--- src/design/dcache_pkg.sv ---
package dcache_pkg;

    // Cache geometry
    localparam int NUM_WAYS   = 2;
    localparam int NUM_SETS   = 16;
    localparam int LINE_WORDS = 4;

    localparam int WAY_BITS  = $clog2(NUM_WAYS);
    localparam int SET_BITS  = $clog2(NUM_SETS);
    localparam int WORD_BITS = $clog2(LINE_WORDS);
    localparam int TAG_BITS  = 32 - SET_BITS - WORD_BITS - 2;
    localparam int LINE_BITS = LINE_WORDS * 32;

    // Fixed AXI burst shape, one cache line of 32-bit beats
    localparam logic [1:0] AXI_BURST_INCR = 2'b01;
    localparam logic [2:0] AXI_SIZE_WORD  = 3'b010;
    localparam logic [7:0] AXI_LEN_LINE   = 8'(LINE_WORDS - 1);

    typedef struct packed {
        logic [TAG_BITS-1:0]  tag;
        logic [SET_BITS-1:0]  set;
        logic [WORD_BITS-1:0] word;
        logic [1:0]           byte_off;
    } dcache_addr_fields_t;

    // Same 32-bit address, seen whole or split into cache fields
    typedef union packed {
        logic [31:0]         addr;
        dcache_addr_fields_t fields;
    } dcache_addr_t;

endpackage

--- src/design/line_xfer_if.sv ---
`timescale 1ns/1ps

interface line_xfer_if;

    logic                              rd_start;
    logic                              wr_start;
    logic [31:0]                       line_addr;
    logic [dcache_pkg::LINE_BITS-1:0]  wr_line;
    logic [dcache_pkg::LINE_BITS-1:0]  rd_line;
    logic                              done;

    // Controller side issues the start pulses and waits for done
    modport ctrl (
        output rd_start, wr_start, line_addr, wr_line,
        input  rd_line, done
    );

    modport burst (
        input  rd_start, wr_start, line_addr, wr_line,
        output rd_line, done
    );

endinterface

--- src/design/axi_line_master.sv ---
`timescale 1ns/1ps

module axi_line_master (
    input  logic        clk,
    input  logic        rst,
    input  logic        arready,
    input  logic [31:0] rdata,
    input  logic        rlast,
    input  logic        rvalid,
    input  logic        awready,
    input  logic        wready,
    input  logic        bvalid,
    output logic [31:0] araddr,
    output logic [7:0]  arlen,
    output logic [2:0]  arsize,
    output logic [1:0]  arburst,
    output logic        arvalid,
    output logic        rready,
    output logic [31:0] awaddr,
    output logic [7:0]  awlen,
    output logic [2:0]  awsize,
    output logic [1:0]  awburst,
    output logic        awvalid,
    output logic [31:0] wdata,
    output logic [3:0]  wstrb,
    output logic        wlast,
    output logic        wvalid,
    output logic        bready,
    line_xfer_if.burst  xfer
);

    logic [dcache_pkg::WORD_BITS-1:0] r_beat_q;
    logic [dcache_pkg::WORD_BITS-1:0] w_beat_q;

    assign araddr  = xfer.line_addr;
    assign arlen   = dcache_pkg::AXI_LEN_LINE;
    assign arsize  = dcache_pkg::AXI_SIZE_WORD;
    assign arburst = dcache_pkg::AXI_BURST_INCR;
    assign rready  = 1'b1;

    assign awaddr  = xfer.line_addr;
    assign awlen   = dcache_pkg::AXI_LEN_LINE;
    assign awsize  = dcache_pkg::AXI_SIZE_WORD;
    assign awburst = dcache_pkg::AXI_BURST_INCR;
    assign wstrb   = 4'b1111;
    assign bready  = 1'b1;

    // Beats leave in address order
    assign wdata = xfer.wr_line[w_beat_q*32 +: 32];
    // Beat counter wraps to zero as the last beat is taken
    assign wlast = (w_beat_q == dcache_pkg::WORD_BITS'(dcache_pkg::LINE_WORDS - 1));

    // Read burst
    always_ff @(posedge clk) begin
        if (rst) begin
            arvalid  <= 1'b0;
            r_beat_q <= '0;
        end else begin
            if (xfer.rd_start) begin
                arvalid  <= 1'b1;
                r_beat_q <= '0;
            end else if (arready) begin
                arvalid <= 1'b0;
            end
            if (rvalid)
                r_beat_q <= r_beat_q + 1'b1;
        end
    end

    always_ff @(posedge clk) begin
        if (rvalid)
            xfer.rd_line[r_beat_q*32 +: 32] <= rdata;
    end

    // Write burst, data phase starts after the address is taken
    always_ff @(posedge clk) begin
        if (rst) begin
            awvalid  <= 1'b0;
            wvalid   <= 1'b0;
            w_beat_q <= '0;
        end else begin
            if (xfer.wr_start) begin
                awvalid <= 1'b1;
            end else if (awvalid && awready) begin
                awvalid  <= 1'b0;
                wvalid   <= 1'b1;
                w_beat_q <= '0;
            end else if (wvalid && wready) begin
                w_beat_q <= w_beat_q + 1'b1;
                if (wlast)
                    wvalid <= 1'b0;
            end
        end
    end

    // End of either burst
    always_ff @(posedge clk) begin
        if (rst)
            xfer.done <= 1'b0;
        else
            xfer.done <= (rvalid && rlast) || bvalid;
    end

endmodule

--- src/flat_wrapper.sv ---
// flat-port wrapper written by rule: the top's interface ports become plain ports
module axi_line_master_flat 
  (clk, rst, arready, rdata, rlast, rvalid, awready, wready, bvalid, araddr, arlen, arsize, arburst, arvalid, rready, awaddr, awlen, awsize, awburst, awvalid, wdata, wstrb, wlast, wvalid, bready, xfer_rd_start, xfer_wr_start, xfer_line_addr, xfer_wr_line, xfer_rd_line, xfer_done);
  line_xfer_if xfer_i ();
  input  logic clk;
  input  logic rst;
  input  logic arready;
  input  logic [31:0] rdata;
  input  logic rlast;
  input  logic rvalid;
  input  logic awready;
  input  logic wready;
  input  logic bvalid;
  output logic [31:0] araddr;
  output logic [7:0] arlen;
  output logic [2:0] arsize;
  output logic [1:0] arburst;
  output logic arvalid;
  output logic rready;
  output logic [31:0] awaddr;
  output logic [7:0] awlen;
  output logic [2:0] awsize;
  output logic [1:0] awburst;
  output logic awvalid;
  output logic [31:0] wdata;
  output logic [3:0] wstrb;
  output logic wlast;
  output logic wvalid;
  output logic bready;
  input wire logic [$bits(xfer_i.rd_start)-1:0] xfer_rd_start;
  input wire logic [$bits(xfer_i.wr_start)-1:0] xfer_wr_start;
  input wire logic [$bits(xfer_i.line_addr)-1:0] xfer_line_addr;
  input wire logic [$bits(xfer_i.wr_line)-1:0] xfer_wr_line;
  output wire logic [$bits(xfer_i.rd_line)-1:0] xfer_rd_line;
  output wire logic [$bits(xfer_i.done)-1:0] xfer_done;
  assign xfer_i.rd_start = xfer_rd_start;
  assign xfer_i.wr_start = xfer_wr_start;
  assign xfer_i.line_addr = xfer_line_addr;
  assign xfer_i.wr_line = xfer_wr_line;
  assign xfer_rd_line = xfer_i.rd_line;
  assign xfer_done = xfer_i.done;
  axi_line_master u_core (.clk(clk), .rst(rst), .arready(arready), .rdata(rdata), .rlast(rlast), .rvalid(rvalid), .awready(awready), .wready(wready), .bvalid(bvalid), .araddr(araddr), .arlen(arlen), .arsize(arsize), .arburst(arburst), .arvalid(arvalid), .rready(rready), .awaddr(awaddr), .awlen(awlen), .awsize(awsize), .awburst(awburst), .awvalid(awvalid), .wdata(wdata), .wstrb(wstrb), .wlast(wlast), .wvalid(wvalid), .bready(bready), .xfer(xfer_i));
endmodule
--- config.mk ---
export PLATFORM = sky130hd
export DESIGN_NAME = axi_line_master_flat
export DESIGN_NICKNAME = d
export VERILOG_FILES = /design/src/design/dcache_pkg.sv /design/src/design/line_xfer_if.sv /design/src/design/axi_line_master.sv /design/src/flat_wrapper.sv
export SDC_FILE = /design/constraint.sdc
export NUM_CORES = 1
export LEC_CHECK = 0
export BUFFER_PORTS_ARGS = -buffer_cell sky130_fd_sc_hd__buf_2
export CAP_MARGIN = 20
export CORE_AREA = 4 4 176 178
export DETAILED_ROUTE_END_ITERATION = 16
export DIE_AREA = 0 0 180 182
export SLEW_MARGIN = 15
export SYNTH_ARGS = -nofsm -noshare
export SYNTH_HDL_FRONTEND = slang
export SYNTH_SLANG_ARGS = --single-unit
--- constraint.sdc ---
create_clock -name clk -period 2.8 [get_ports clk]
set_input_delay 0.14 -clock clk [delete_from_list [all_inputs] [get_ports clk]]
set_output_delay 0.14 -clock clk [all_outputs]
set_load 0.1 [all_outputs]
After elaboration in Yosys (flattened, before gate mapping)
Index checks and enable logic that the tools add are counted.
{ "word_totals": {"regBits": 136, "input_bits": 202, "out_inout_bits": 261, "word_cells": 38} }
{ "classes": {"add_sub_neg": 3, "eq_ne": 1, "shift": 3, "muxes": 12, "bitwise": 1, "n_reduce_logical": 11} }
{ "op_table": {"columns": ["op", "n"], "rows": [
  ["$bwmux W128", 1],
  ["$shift A32 B34 Y128 const A", 1],
  ["$shiftx A128 B8 Y32", 1],
  ["$shiftx A32 B34 Y128", 1],
  ["$neg A7 Y34", 1],
  ["$reduce_bool A2 Y1", 5],
  ["$mux W2", 4],
  ["$mux W1", 7],
  ["$add A2 B1 Y2 const B", 2],
  ["$logic_and A1 B1 Y1", 3],
  ["$reduce_and A3 Y1", 1],
  ["$eq A2 B2 Y1 const B", 1],
  ["$reduce_and A2 Y1", 1],
  ["$logic_or A1 B1 Y1", 1],
  ["$not A1 Y1", 1]
]} }

Logic depth before layout (Yosys ltp)
Gate-level depths: netlist of the first run.
{ "depth": {"ltp_word": 4, "ltp_mapped": 5, "depth_no_buf": 4} }

Worst setup path before layout of the first run
No wires, ideal clock.
{ "synth_path": {"path_kind": "reg-to-reg", "start": "register, netlist name u_core.r_beat_q[0]", "end": "register u_core.xfer.rd_line[0], enable pin", "setup_time_ps": 392, "t_arrival_ps": 1727, "t_required_ps": 2408, "path_slack_ps": 681, "path_stages_with_launch": 4, "path_buffers": 0, "period_less_slack_ps": 2119, "cell_sequence": "dfxtp_1 > inv_2 > ha_1 > and2_1"} }
{ "synth_rtl": {"columns": ["item", "line", "source"], "rows": [
  ["to (signal, indexed assignment)", "axi_line_master.sv:72", "xfer.rd_line[r_beat_q*32 +: 32] <= rdata;"],
  ["to (decl)", "line_xfer_if.sv:20", "output rd_line, done"]
]} }

Final worst setup path of the first run
{ "layout_path": {"start": "register u_core.w_beat_q[0] in the netlist's numbering", "end": "output port wdata[1]"} }
{ "layout_between": {"elab_chain_len": 1} }
{ "layout_lines": {"columns": ["item", "line", "source"], "rows": [
  ["from (decl)", "axi_line_master.sv:33", "logic [dcache_pkg::WORD_BITS-1:0] w_beat_q;"],
  ["from (signal assigned)", "axi_line_master.sv:89", "w_beat_q <= w_beat_q + 1'b1;"],
  ["$shiftx A128 B8 Y32", "axi_line_master.sv:49", "assign wdata = xfer.wr_line[w_beat_q*32 +: 32];"],
  ["to (decl)", "flat_wrapper.sv:25", "output logic [31:0] wdata;"]
]} }
No other way between the ends.

==> results of run 1 <==
cells by family (layout without fill, tap and decap cells):
group	count (synthesis)	count (layout)	share of synthesized area (%)
AO/OA/AOI/OAI	6	6	0.4437
XOR/XNOR	1	1	0.1294
adder cells (fa/ha/maj)	6	6	1.109
buffers and inverters	121	382	13.81
flip-flops	136	136	59.16
multiplexers	33	33	10.80
other	2	32	0.1110
AND/OR/NAND/NOR	150	150	14.44
worst max-delay path: cells and delay by family (launching register included):
kind	cells	cell delay (ns)
buf+inv	2	0.59
flops	1	0.67
mux	1	0.52
cell type report:
cell class	count	area share [%]
sequential	136	45.40
multi-input combinational	228	22.07
timing repair buffer	347	20.57
tap	390	5.532
clock buffer	17	4.823
clock inverter	14	1.433
inverter	4	0.1702
power breakdown:
| group | internal [mW] | leakage (nW) | switching, mW |
|---|---|---|---|
| Sequential | 2.29 | 1.21 | 0.0226 |
| Clock | 1.22 | 0.275 | 0.875 |
| Combinational | 0.236 | 2.14 | 1.06 |
cells in the final DEF, fill, tap and decap left out, drive strengths merged, types with 3 or more instances in the layout:
cell type,synthesis,layout
and2,132,132
mux4,32,32
edfxtp,128,128
dfxtp,8,8
dlygate4sd3,0,3
nor3b,3,3
conb,2,32
buf,115,344
a21oi,6,6
nor2,7,7
nand3b,3,3
clkbuf,2,17
clkinv,0,9
inv,4,7
ha,6,6
cell usage after synthesis:
library cell  instances
a21oi_1               6
and2_1              130
and2_2                2
and4bb_4              1
buf_2                 3
buf_4                97
buf_6                15
clkbuf_1              2
conb_1                2
dfxtp_1               8
edfxtp_1            128
ha_1                  6
inv_1                 3
inv_2                 1
mux2i_1               1
mux4_2               32
nand2_1               1
nand2b_1              1
nand3b_1              3
nor2_1                7
nor3_4                1
nor3b_1               2
nor3b_4               1
nor4b_4               1
xor2_1                1
worst max-delay path by stage:
stage	endpoint	slack [ns]	depth (start not counted)
CTS	wdata[1]	0.37	3
finish	wdata[1]	0.45	3
global placement	u_core.xfer.rd_line[33]	0.75	5
global route	wdata[1]	0.29	3
floorplan	u_core.xfer.rd_line[0]	0.68	3
detailed placement	u_core.xfer.rd_line[33]	0.64	5
per-layer routing:
layer	track usage [%]	vias to the layer above	share of wire [%]
li1	-	2034	-
met1	15.98	2223	40
met2	19.47	248	48
met3	3.546	63	8.6
met4	4.237	2	3.3
met5	0	-	0.094
sequential cells by signal (all words and copies together), names as in the netlist:
name	flops
u_core.arvalid	1
u_core.awvalid	1
u_core.r_beat_q	2
u_core.w_beat_q	2
u_core.wvalid	1
u_core.xfer.done	1
u_core.xfer.rd_line	128
==> results.md, run 1 <==
* Number of gates resized after cts at 0
* Min Clock Period, post-route at 2.347 ns
* Vias per std cell at about 4.0
* Clock sink count at 136
* Hold Crit Class: in2reg
* Final worst-path cycle share at around 84%
* Util after Layout at 30.00%
* Worst-Skew Late Latency at just over 0.4 ns
* Worst-case reg-to-reg path depth at 5
* Multi-input combinational cell area at between 1500 and 2000 µm²
* Critical Path Start Type: flop
* Unrepaired setup endpoints after global routing: no
* Final Net Count at 942
* CP required at 2.66 ns
* Gr usage total at between 10% and 20%
* First-pass GRT wire length at 29.95 mm
* Peak Freq at roughly 430 MHz
* Mapped Cells at approximately 460
* Critical path arrival at roughly 2.2 ns
* # Post-CTS Setup Buffers at 0
* Clock transition at path regs at approximately 0.070 ns
* Share of cells above drive strength 1 at around 56%
* Worst-Margin Slew at around 0.57 ns
* Reg area at between 4000 and 5000 µm²
* Clk buf depth at 2
* Top Ports at around 460
* Number of remaining DRC errors at 0
* Die footprint at 32760 µm²
* Vias in the first global route at approximately 4400
* Wire per inst at approximately 19 µm
* Largest area contributor in the netlist: edfxtp_1
* Starting Density at between 20 and 25%
* Largest net degree at the start of global routing at 35
* Die height at 182 µm
* Final setup vio count at 0
* Final Max Slew Viols at 0
* CTS Root Cell: clkbuf_16
* Max Cap Violations at 0
* Pwr Density at approximately 650 nW/µm²
* CP endpoint kind: output port
* Via count at ~4600
* Initial antenna violation count at 2
* Slowest-stage cell, CP: dfxtp_2
* Cts-stage hold buffer count at 3
* Die extent in x at around 180 µm
* Syn_area_per_cell at 14.87 µm²
* Global route overflow at 0
* Hold Slack at slightly below 0.03 ns
* Fin worst setup slack at roughly 0.45 ns
* Hold Path Sink: u_core.arvalid
* Setup Crit Path Kind: reg2out
* CTS tree: yes
* Final non-filler cell total at between 1000 and 1500
* Initial DRC Count at between 300 and 400
* FP Rows at 63
* Placed cells at approximately 1100
* Sequential fraction of the synthesis area at between 50% and 60%
* Setup_tns at 0 ns
* Critical path origin: u_core.w_beat_q[0]
* Fillers at ~3000
* CTS Buf Count at 17
* Mapped Area at approximately 6800 µm²
* Critical Path Max Stage Delay at ~0.67 ns
* Std-Cell Core Area at 29400 µm²
* R2R Setup Slk at ~0.65 ns
* Synth-to-layout area growth at 30.34%
* Routability cong. at 0.8097
* Slew margin rel. at 62.12%
* Drt total wl at between 20 and 25 mm
* Antenna viol nets, final at 0
* Crit-path cells: buf_12 -> mux4_2 -> buf_2
* Final hold vios at 0
* Top cells by area, synth: edfxtp_1 57%, and2_1 12%, buf_4 11%
* Pleak at 3.626 nW
* TritonRoute pass-1 iters at 4
* Placement Setup Slack at about 0.64 ns
* Worst flop-to-flop path endpoint: u_core.xfer.rd_line[33]
* Synth Register Bits at roughly 140
* Cell variety after synth at 25
* Post-DP Area at 8239 µm²
* CTS H-tree depth at 4
* Worst r2r src: u_core.r_beat_q[0]
* Yosys warns at 0
* Status: finished, final reports clean
* Critical Path Fanout Max at 20
* Hold Startpoint: arready
* Final Skew at between 0.015 and 0.02 ns
* Number of port buffers at between 300 and 400
* Top cell type's share of synthesized area at between 50% and 60%
* HPWL after DPL at between 15 and 20 mm
* Design Area, Final at a little under 9000 µm²
* Ant. Diodes at 0
* Tot Pwr at 5.711 mW
* Worst VDD drop at ~0.00035 V
* Hold depth at 4
Note: power is estimated with default switching activity, not from simulation.
==> run 2, diff against run 1 <==
--- a/config.mk
+++ b/config.mk
@@ -5,6 +5,7 @@
 export SDC_FILE = /design/constraint.sdc
 export NUM_CORES = 1
 export LEC_CHECK = 0
+export ABC_AREA = 1
 export BUFFER_PORTS_ARGS = -buffer_cell sky130_fd_sc_hd__buf_2
 export CAP_MARGIN = 20
 export CORE_AREA = 4 4 176 178
==> constraint.sdc (replaced) <==
create_clock -name clk -period 2.3 [get_ports clk]
set_input_delay 0.115 -clock clk [delete_from_list [all_inputs] [get_ports clk]]
set_output_delay 0.115 -clock clk [all_outputs]
set_load 0.1 [all_outputs]
==> results.md, run 2 <==
* Final Skew at 0.007887 ns (-0.007875 ns)
* Max Cap Violations at 0 (unchanged)
* Crit-path cells: inv_1 -> buf_4 -> o21ai_1 -> o22ai_2 -> buf_2
* Cell variety after synth at 22 (-12%)
* Largest area contributor in the netlist: edfxtp_1
* R2R Setup Slk at 0.54 ns (-0.11 ns)
* Mapped Cells at 654 (+44%)
* Clock transition at path regs at 0.06 ns (about the same)
* Share of cells above drive strength 1 at 44.78% (-11 points)
* Final Max Slew Viols at 0 (unchanged)
* Post-synth EDFFs at 128 (unchanged)
* Critical path origin: u_core.w_beat_q[1]
* Pwr Density at 856.8 nW/µm² (+32%)
* Vias in the first global route at 5608 (+28%)
* Slew margin rel. at 66.06% (+3.9 points)
* Final hold vios at 0 (unchanged)
* Final worst-path cycle share at 95.59%
* CTS H-tree depth at 4 (unchanged)
* Critical Path Fanout Max at 16 (-20%)
* Peak Freq at approximately 450 MHz
* Global route overflow at 0 (unchanged)
* Synth Register Bits at 136 (unchanged)
* FP Rows at 63 (unchanged)
* Hold Slack at 0.02992 ns (+0.0007708 ns)
* Crit path to: wdata[7]
* Antenna viol nets, final at 0 (unchanged)
* Hold Crit Class: in2reg
* Multi-input combinational cell area at 1894 µm² (-2.7%)
* Fillers at 3053 (+3.2%)
* Status: finished, final reports clean
* Mapped Area at 6741 µm² (-0.39%)
* Worst r2r src: u_core.r_beat_q[0]
* Met1 usage at 17.54% (+1.6 points)
* Synth-to-layout area growth at 35.99%
* Clk buf depth at 2 (unchanged)
* Gr usage total at 14.75% (+2.5 points)
* Most frequent cell after synthesis: nor2_1
* Pleak at 4.047 nW (+12%)
* Drt total wl at 25.83 mm (+21%)
* CTS Root Cell: clkbuf_16
* Reg area at 4005 µm² (unchanged)
* Critical Path Max Stage Delay at 0.47 ns (-0.20 ns)
* Sequential fraction of the synthesis area at 59.39% (+0.23 points)
* Yosys warns at 0 (unchanged)
* Syn_area_per_cell at 10.31 µm² (-31%)
* Number of port buffers at 334 (unchanged)
* Initial antenna violation count at 4 (+2)
* Commonest non-fill, non-tap cell in the layout: buf_2
* First-pass GRT wire length at 36.48 mm (+22%)
* Top cell type's share of synthesized area at 57.02% (+0.22 points)
* Met2 Use GR at 25.14% (+5.7 points)
* Top Usage Layer GRT: met2
* Commonest cells post-synth: 137 x nor2_1, 128 x edfxtp_1, 96 x buf_4, 61 x nor3_1, 47 x inv_1
* Max reg flops at 128 (unchanged)
* TritonRoute pass-1 iters at 5 (+1)
* Top FF cell, synth: edfxtp_1
* Top Ports at 463 (unchanged)
* Worst flop-to-flop path endpoint: u_core.xfer.rd_line[19]
* HPWL after DPL at 19.81 mm (+18%)
* CTS tree: yes
* Critical Path Start Type: flop
* Worst-Skew Late Latency at 0.42 ns (about the same)
* Register with the most flip-flops: u_core.xfer.rd_line
* Placement Setup Slack at 0.5135 ns (-0.1225 ns)
* Std-Cell Core Area at 29400 µm² (unchanged)
* Met3 usage at 4.527% (+0.98 points)
* Initial DRC Count at 491 (+61%)
* Largest net degree at the start of global routing at 65 (+86%)
* Final Net Count at 1133 (+20%)
* CP endpoint kind: output port
* Min Clock Period, post-route at around 2.2 ns
* Slowest-stage cell, CP: buf_2
* Number of remaining DRC errors at 0 (unchanged)
* CP required at 2.18 ns (-0.48 ns)
* Routability cong. at 0.9340 (+15%)
* Setup Crit Path Kind: reg2out
* Worst-Margin Slew at 0.5126 ns (-0.05952 ns)
* Async set-reset flop share out of synthesis at 0% (unchanged)
* Unrepaired setup endpoints after global routing: no
* Wire per inst at 19.42 µm (+3.7%)
* Die footprint at 32760 µm² (unchanged)
* Fin worst setup slack at 0.1014 ns (-0.3516 ns)
* CTS Buf Count at 17 (unchanged)
* Die height at 182 µm (unchanged)
* Worst VDD drop at 0.0003985 V (+14%)
* Via count at 5819 (+27%)
* Top cells by area, synth: edfxtp_1 57%, buf_4 11%, nor2_1 7.6%
* Final setup vio count at 0 (unchanged)
* Worst-case reg-to-reg path depth at 6 (+1)
* Commonest non-fill, non-tap cells in the layout: 332 x buf_2, 137 x nor2_1, 128 x edfxtp_1, 61 x nor3_1, 47 x inv_1
* Critical path arrival at 2.08 ns (-0.13 ns)
* # Post-CTS Setup Buffers at 0 (unchanged)
* Vias per std cell at 4.375 (+8.8%)
* Top Registers: u_core.xfer.rd_line (128), u_core.r_beat_q (2), u_core.w_beat_q (2)
* Setup_tns at 0 ns (unchanged)
* Clock sink count at 136 (unchanged)
* Die extent in x at 180 µm (unchanged)
* Starting Density at 22.93% (-0.089 points)
[run 2: how the worst min path moves through the flow]
stage	start	end	slack, ns	cells after the start
detailed placement	xfer_line_addr[27]	araddr[27]	0.23	0
finish	rvalid	u_core.r_beat_q[1]	0.03	3
CTS	rvalid	u_core.r_beat_q[1]	0.01	3
global placement	xfer_line_addr[27]	araddr[27]	0.23	0
floorplan	rst	u_core.awvalid	0.18	1
global route	rvalid	u_core.r_beat_q[1]	0.03	3
[run 2: where the power goes]
group          total [mW]  switching, mW  internal [mW]
Sequential           2.84         0.0320           2.81
Combinational        2.04           1.71          0.332
Clock                2.98           1.13           1.85
Total                7.85           2.87           4.99
[run 2: cell type report]
class	instances	area share (%)
diodes	2	0.05459
clock buffers	18	4.681
clock inverters	14	2.293
inverters	49	2.006
multi-input cells	363	20.66
flip-flops and latches	136	43.69
well taps	390	5.323
repair buffers	358	21.29
[run 2: critical path: cells and delay by family (launching register included)]
family,cells,cell delay [ns]
flip-flops,1,0.32
buffers and inverters,3,1.09
AO/OA/AOI/OAI,2,0.25
[run 2: metrics by stage]
stage | utilization (%) | area, µm² | cells | power, mW
after CTS | 31.15 | 9158 | 1328 | 7.908
after global placement | 28.70 | 8438 | 1288 | 4.917
after floorplan | - | 7054 | 684 | 5.045
after global routing | 31.18 | 9168 | 1330 | 8.116
after detailed placement | 28.70 | 8438 | 1288 | 4.920
final | 31.18 | 9168 | 1330 | 7.855
[run 2: cells by family (layout without fill, tap and decap cells)]
logic type,Yosys count,in the layout,share of synthesized area [%]
buffers and inverters,185,439,17.19
AOI/OAI and AO/OA,103,103,8.240
adders and majority gates,6,6,1.114
DFF,136,136,59.39
and+or+nand+nor,222,222,13.96
other,2,34,0.1114
[run 2: timing repair]
action / in CTS / in global routing
gates resized for setup: 0 / 2
hold buffers: 8 / 0
endpoints found under the setup margin: 0 / 2
endpoints found under the hold margin: 5 / 0
[run 2: layer usage]
metal	routed length (µm)	share of wire, %
met2	13050	51
met1	9827	38
met4	807	3.1
met3	2137	8.3
met5	0	0
==> run 3, diff against run 2 <==
--- a/config.mk
+++ b/config.mk
@@ -11,6 +11,7 @@
 export CORE_AREA = 4 4 176 178
 export DETAILED_ROUTE_END_ITERATION = 16
 export DIE_AREA = 0 0 180 182
+export SETUP_SLACK_MARGIN = 0.2
 export SLEW_MARGIN = 15
 export SYNTH_ARGS = -nofsm -noshare
 export SYNTH_HDL_FRONTEND = slang
==> constraint.sdc (replaced) <==
create_clock -name clk -period 2.3 [get_ports clk]
set_input_delay 0.115 -clock clk [delete_from_list [all_inputs] [get_ports clk]]
set_output_delay 0.115 -clock clk [all_outputs]
set_load 0.02 [all_outputs]
==> results.md, run 3 (same netlist as run 2, synthesis figures left out) <==
* Highest Signal Layer: met4
* Vias in the first global route at 5389 (-3.9%)
* Placement Setup Slack at 0.5919 ns (+0.07844 ns)
* Starting Density at 22.93% (unchanged)
* CTS H-tree depth at 4 (unchanged)
* Clk buf depth at 2 (unchanged)
* TritonRoute pass-1 iters at 5 (unchanged)
* Fillers at 3054 (+0.033%)
* Gr usage total at 14.08% (-0.68 points)
* Critical Path Fanout Max at 23 (+7)
* Critical path arrival at 1.87 ns (-0.21 ns)
* Drt total wl at 24.80 mm (-4.0%)
* Number of port buffers at 334 (unchanged)
* Clock power frac at 44.1% (+6.2 points)
* Clock transition at path regs at 0.07 ns (about the same)
* CTS Buf Count at 17 (unchanged)
* Hold Slack at 0.01679 ns (-0.01313 ns)
* Clock sink count at 136 (unchanged)
* Share of cells above drive strength 1 at 41.84% (-2.9 points)
* Routability cong. at 0.9615 (+2.9%)
* Met3 WL post-DR at 2.413 mm (+13%)
* Commonest non-fill, non-tap cells in the layout: 334 x buf_2, 137 x nor2_1, 128 x edfxtp_1, 61 x nor3_1
* Final non-filler cell total at 1329 (-0.075%)
* Pwr Density at 762.4 nW/µm² (-11%)
* Setup_tns at 0 ns (unchanged)
* Final Net Count at 1132 (-0.088%)
* Status: finished, final reports clean
* Global route overflow at 0 (unchanged)
* Std-Cell Core Area at 29400 µm² (unchanged)
* Sw power at 1.855 mW (-35%)
* First-pass GRT wire length at 34.91 mm (-4.3%)
* Peak Freq at 502.6 MHz (+11%)
* Combinational cell fraction of total power at 14.3% (-12 points)
* Die footprint at 32760 µm² (unchanged)
* Commonest non-fill, non-tap cell in the layout: buf_2
* Hold Startpoint: arready
* Pleak at 3.947 nW (-2.5%)
* Worst VDD drop at 0.0003431 V (-14%)
* Worst-Skew Late Latency at 0.42 ns (about the same)
* FP Rows at 63 (unchanged)
* Final setup vio count at 0 (unchanged)
* Final worst-path cycle share at 86.50% (-9.1 points)
* Critical path origin: u_core.w_beat_q[1]
* Metal-1 WL at 9.648 mm (-1.8%)
* CTS Root Cell: clkbuf_16
* Sequential share of power at 41.7% (+5.6 points)
* CP endpoint kind: output port
* WL met2 at 11.98 mm (-8.3%)
* Vias per std cell at 4.281 (-2.2%)
* Hold Crit Class: in2reg
* Fin worst setup slack at 0.3105 ns (+0.2091 ns)
* Max Cap Violations at 0 (unchanged)
* Cell Int Power at 4.967 mW (-0.44%)
* Top Registers: u_core.xfer.rd_line (128), u_core.r_beat_q (2), u_core.w_beat_q (2)
* Wire per inst at 18.66 µm (-3.9%)
* Sw Share at 27.19% (-9.3 points)
* Unrepaired setup endpoints after global routing: yes
* Number of remaining DRC errors at 0 (unchanged)
* CP required at 2.18 ns (about the same)
* Util after Layout at 30.43% (-0.75 points)
* Final Max Slew Viols at 0 (unchanged)
* Register with the most flip-flops: u_core.xfer.rd_line
* CTS tree: yes
* Die height at 182 µm (unchanged)
* Via count at 5689 (-2.2%)
* Max reg flops at 128 (unchanged)
* Antenna viol nets, final at 0 (unchanged)
* Final hold vios at 0 (unchanged)
* Final Skew at 0.03191 ns (+0.02403 ns)
* Critical Path Start Type: flop
* Largest net degree at the start of global routing at 66 (+1.5%)
* Initial DRC Count at 411 (-16%)
* Placed cells at 1290 (+0.16%)
* Synth-to-layout area growth at 32.72%
* Min Clock Period, post-route at 1.989 ns (-0.2091 ns)
* HPWL after DPL at 18.89 mm (-4.6%)
* Setup Crit Path Kind: reg2out
* Worst r2r src: u_core.r_beat_q[0]
* # Post-CTS Setup Buffers at 0 (unchanged)
* Initial antenna violation count at 1 (-3)
* Top Ports at 463 (unchanged)
* Die extent in x at 180 µm (unchanged)
## run 3: cell types whose count changed in the layout (fill, tap and decap cells not counted), sizes merged
cell         delta
inv             -1
clkinvlp        +1
clkbuf          -2
dlygate4sd3     -3
buf             +4
## run 3: worst paths after layout
| path | endpoint | slack, ns | cells past startpoint |
|---|---|---|---|
| hold / removal | u_core.arvalid | 0.02 | 4 |
| setup / recovery | wdata[26] | 0.31 | 6 |
| hold reg to reg | u_core.arvalid | 0.49 | 2 |
| setup reg to reg | u_core.xfer.rd_line[18] | 0.61 | 6 |
## run 3: through the flow
| stage | instance area [µm²] | total power, mW |
|---|---|---|
| after floorplan | 6858 | 3.628 |
| after global placement | 8249 | 3.863 |
| after detailed placement | 8249 | 3.869 |
| after CTS | 8939 | 6.913 |
| after global routing | 8945 | 7.120 |
| final | 8947 | 6.821 |
## run 3: power groups by stage
stage	logic (mW)	clock network, mW	registers [mW]
after floorplan	0.629	0	3.00
after global placement	0.967	0	2.90
after detailed placement	0.973	0	2.90
after CTS	0.984	3.09	2.84
after global routing	1.06	3.21	2.85
final	0.972	3.01	2.84
## run 3: final cells by class
type | instances | area [µm²] | area share (%)
flip-flops and latches | 136 | 4005 | 44.76
repair buffers | 357 | 1923 | 21.49
multi-input cells | 363 | 1699 | 18.99
well taps | 390 | 488.0 | 5.454
clock buffers | 18 | 429.2 | 4.797
clock inverters | 14 | 210.2 | 2.349
inverters | 49 | 187.7 | 2.098
diodes | 2 | 5.005 | 0.05594
## run 3: timing repair
item / CTS / global route
gates resized for setup: 0 / 1
hold buffers: 5 / 0
endpoints found under the hold margin: 3 / 0
setup endpoints to repair: 0 / 2
## run 3: metal layers
metal  up-vias  global-route usage, %
met2       319                  22.81
met3        50                  4.748
met1      2661                  17.19
met4         0                  5.943
met5         -                      0
li1       2659                      -
## run 3: worst max-delay path: stages (launching register included)
cell     delay [ns]
dfxtp_1        0.31
buf_4          0.18
inv_1          0.08
buf_4          0.25
o21ai_0        0.23
o22ai_1        0.17
buf_2          0.22
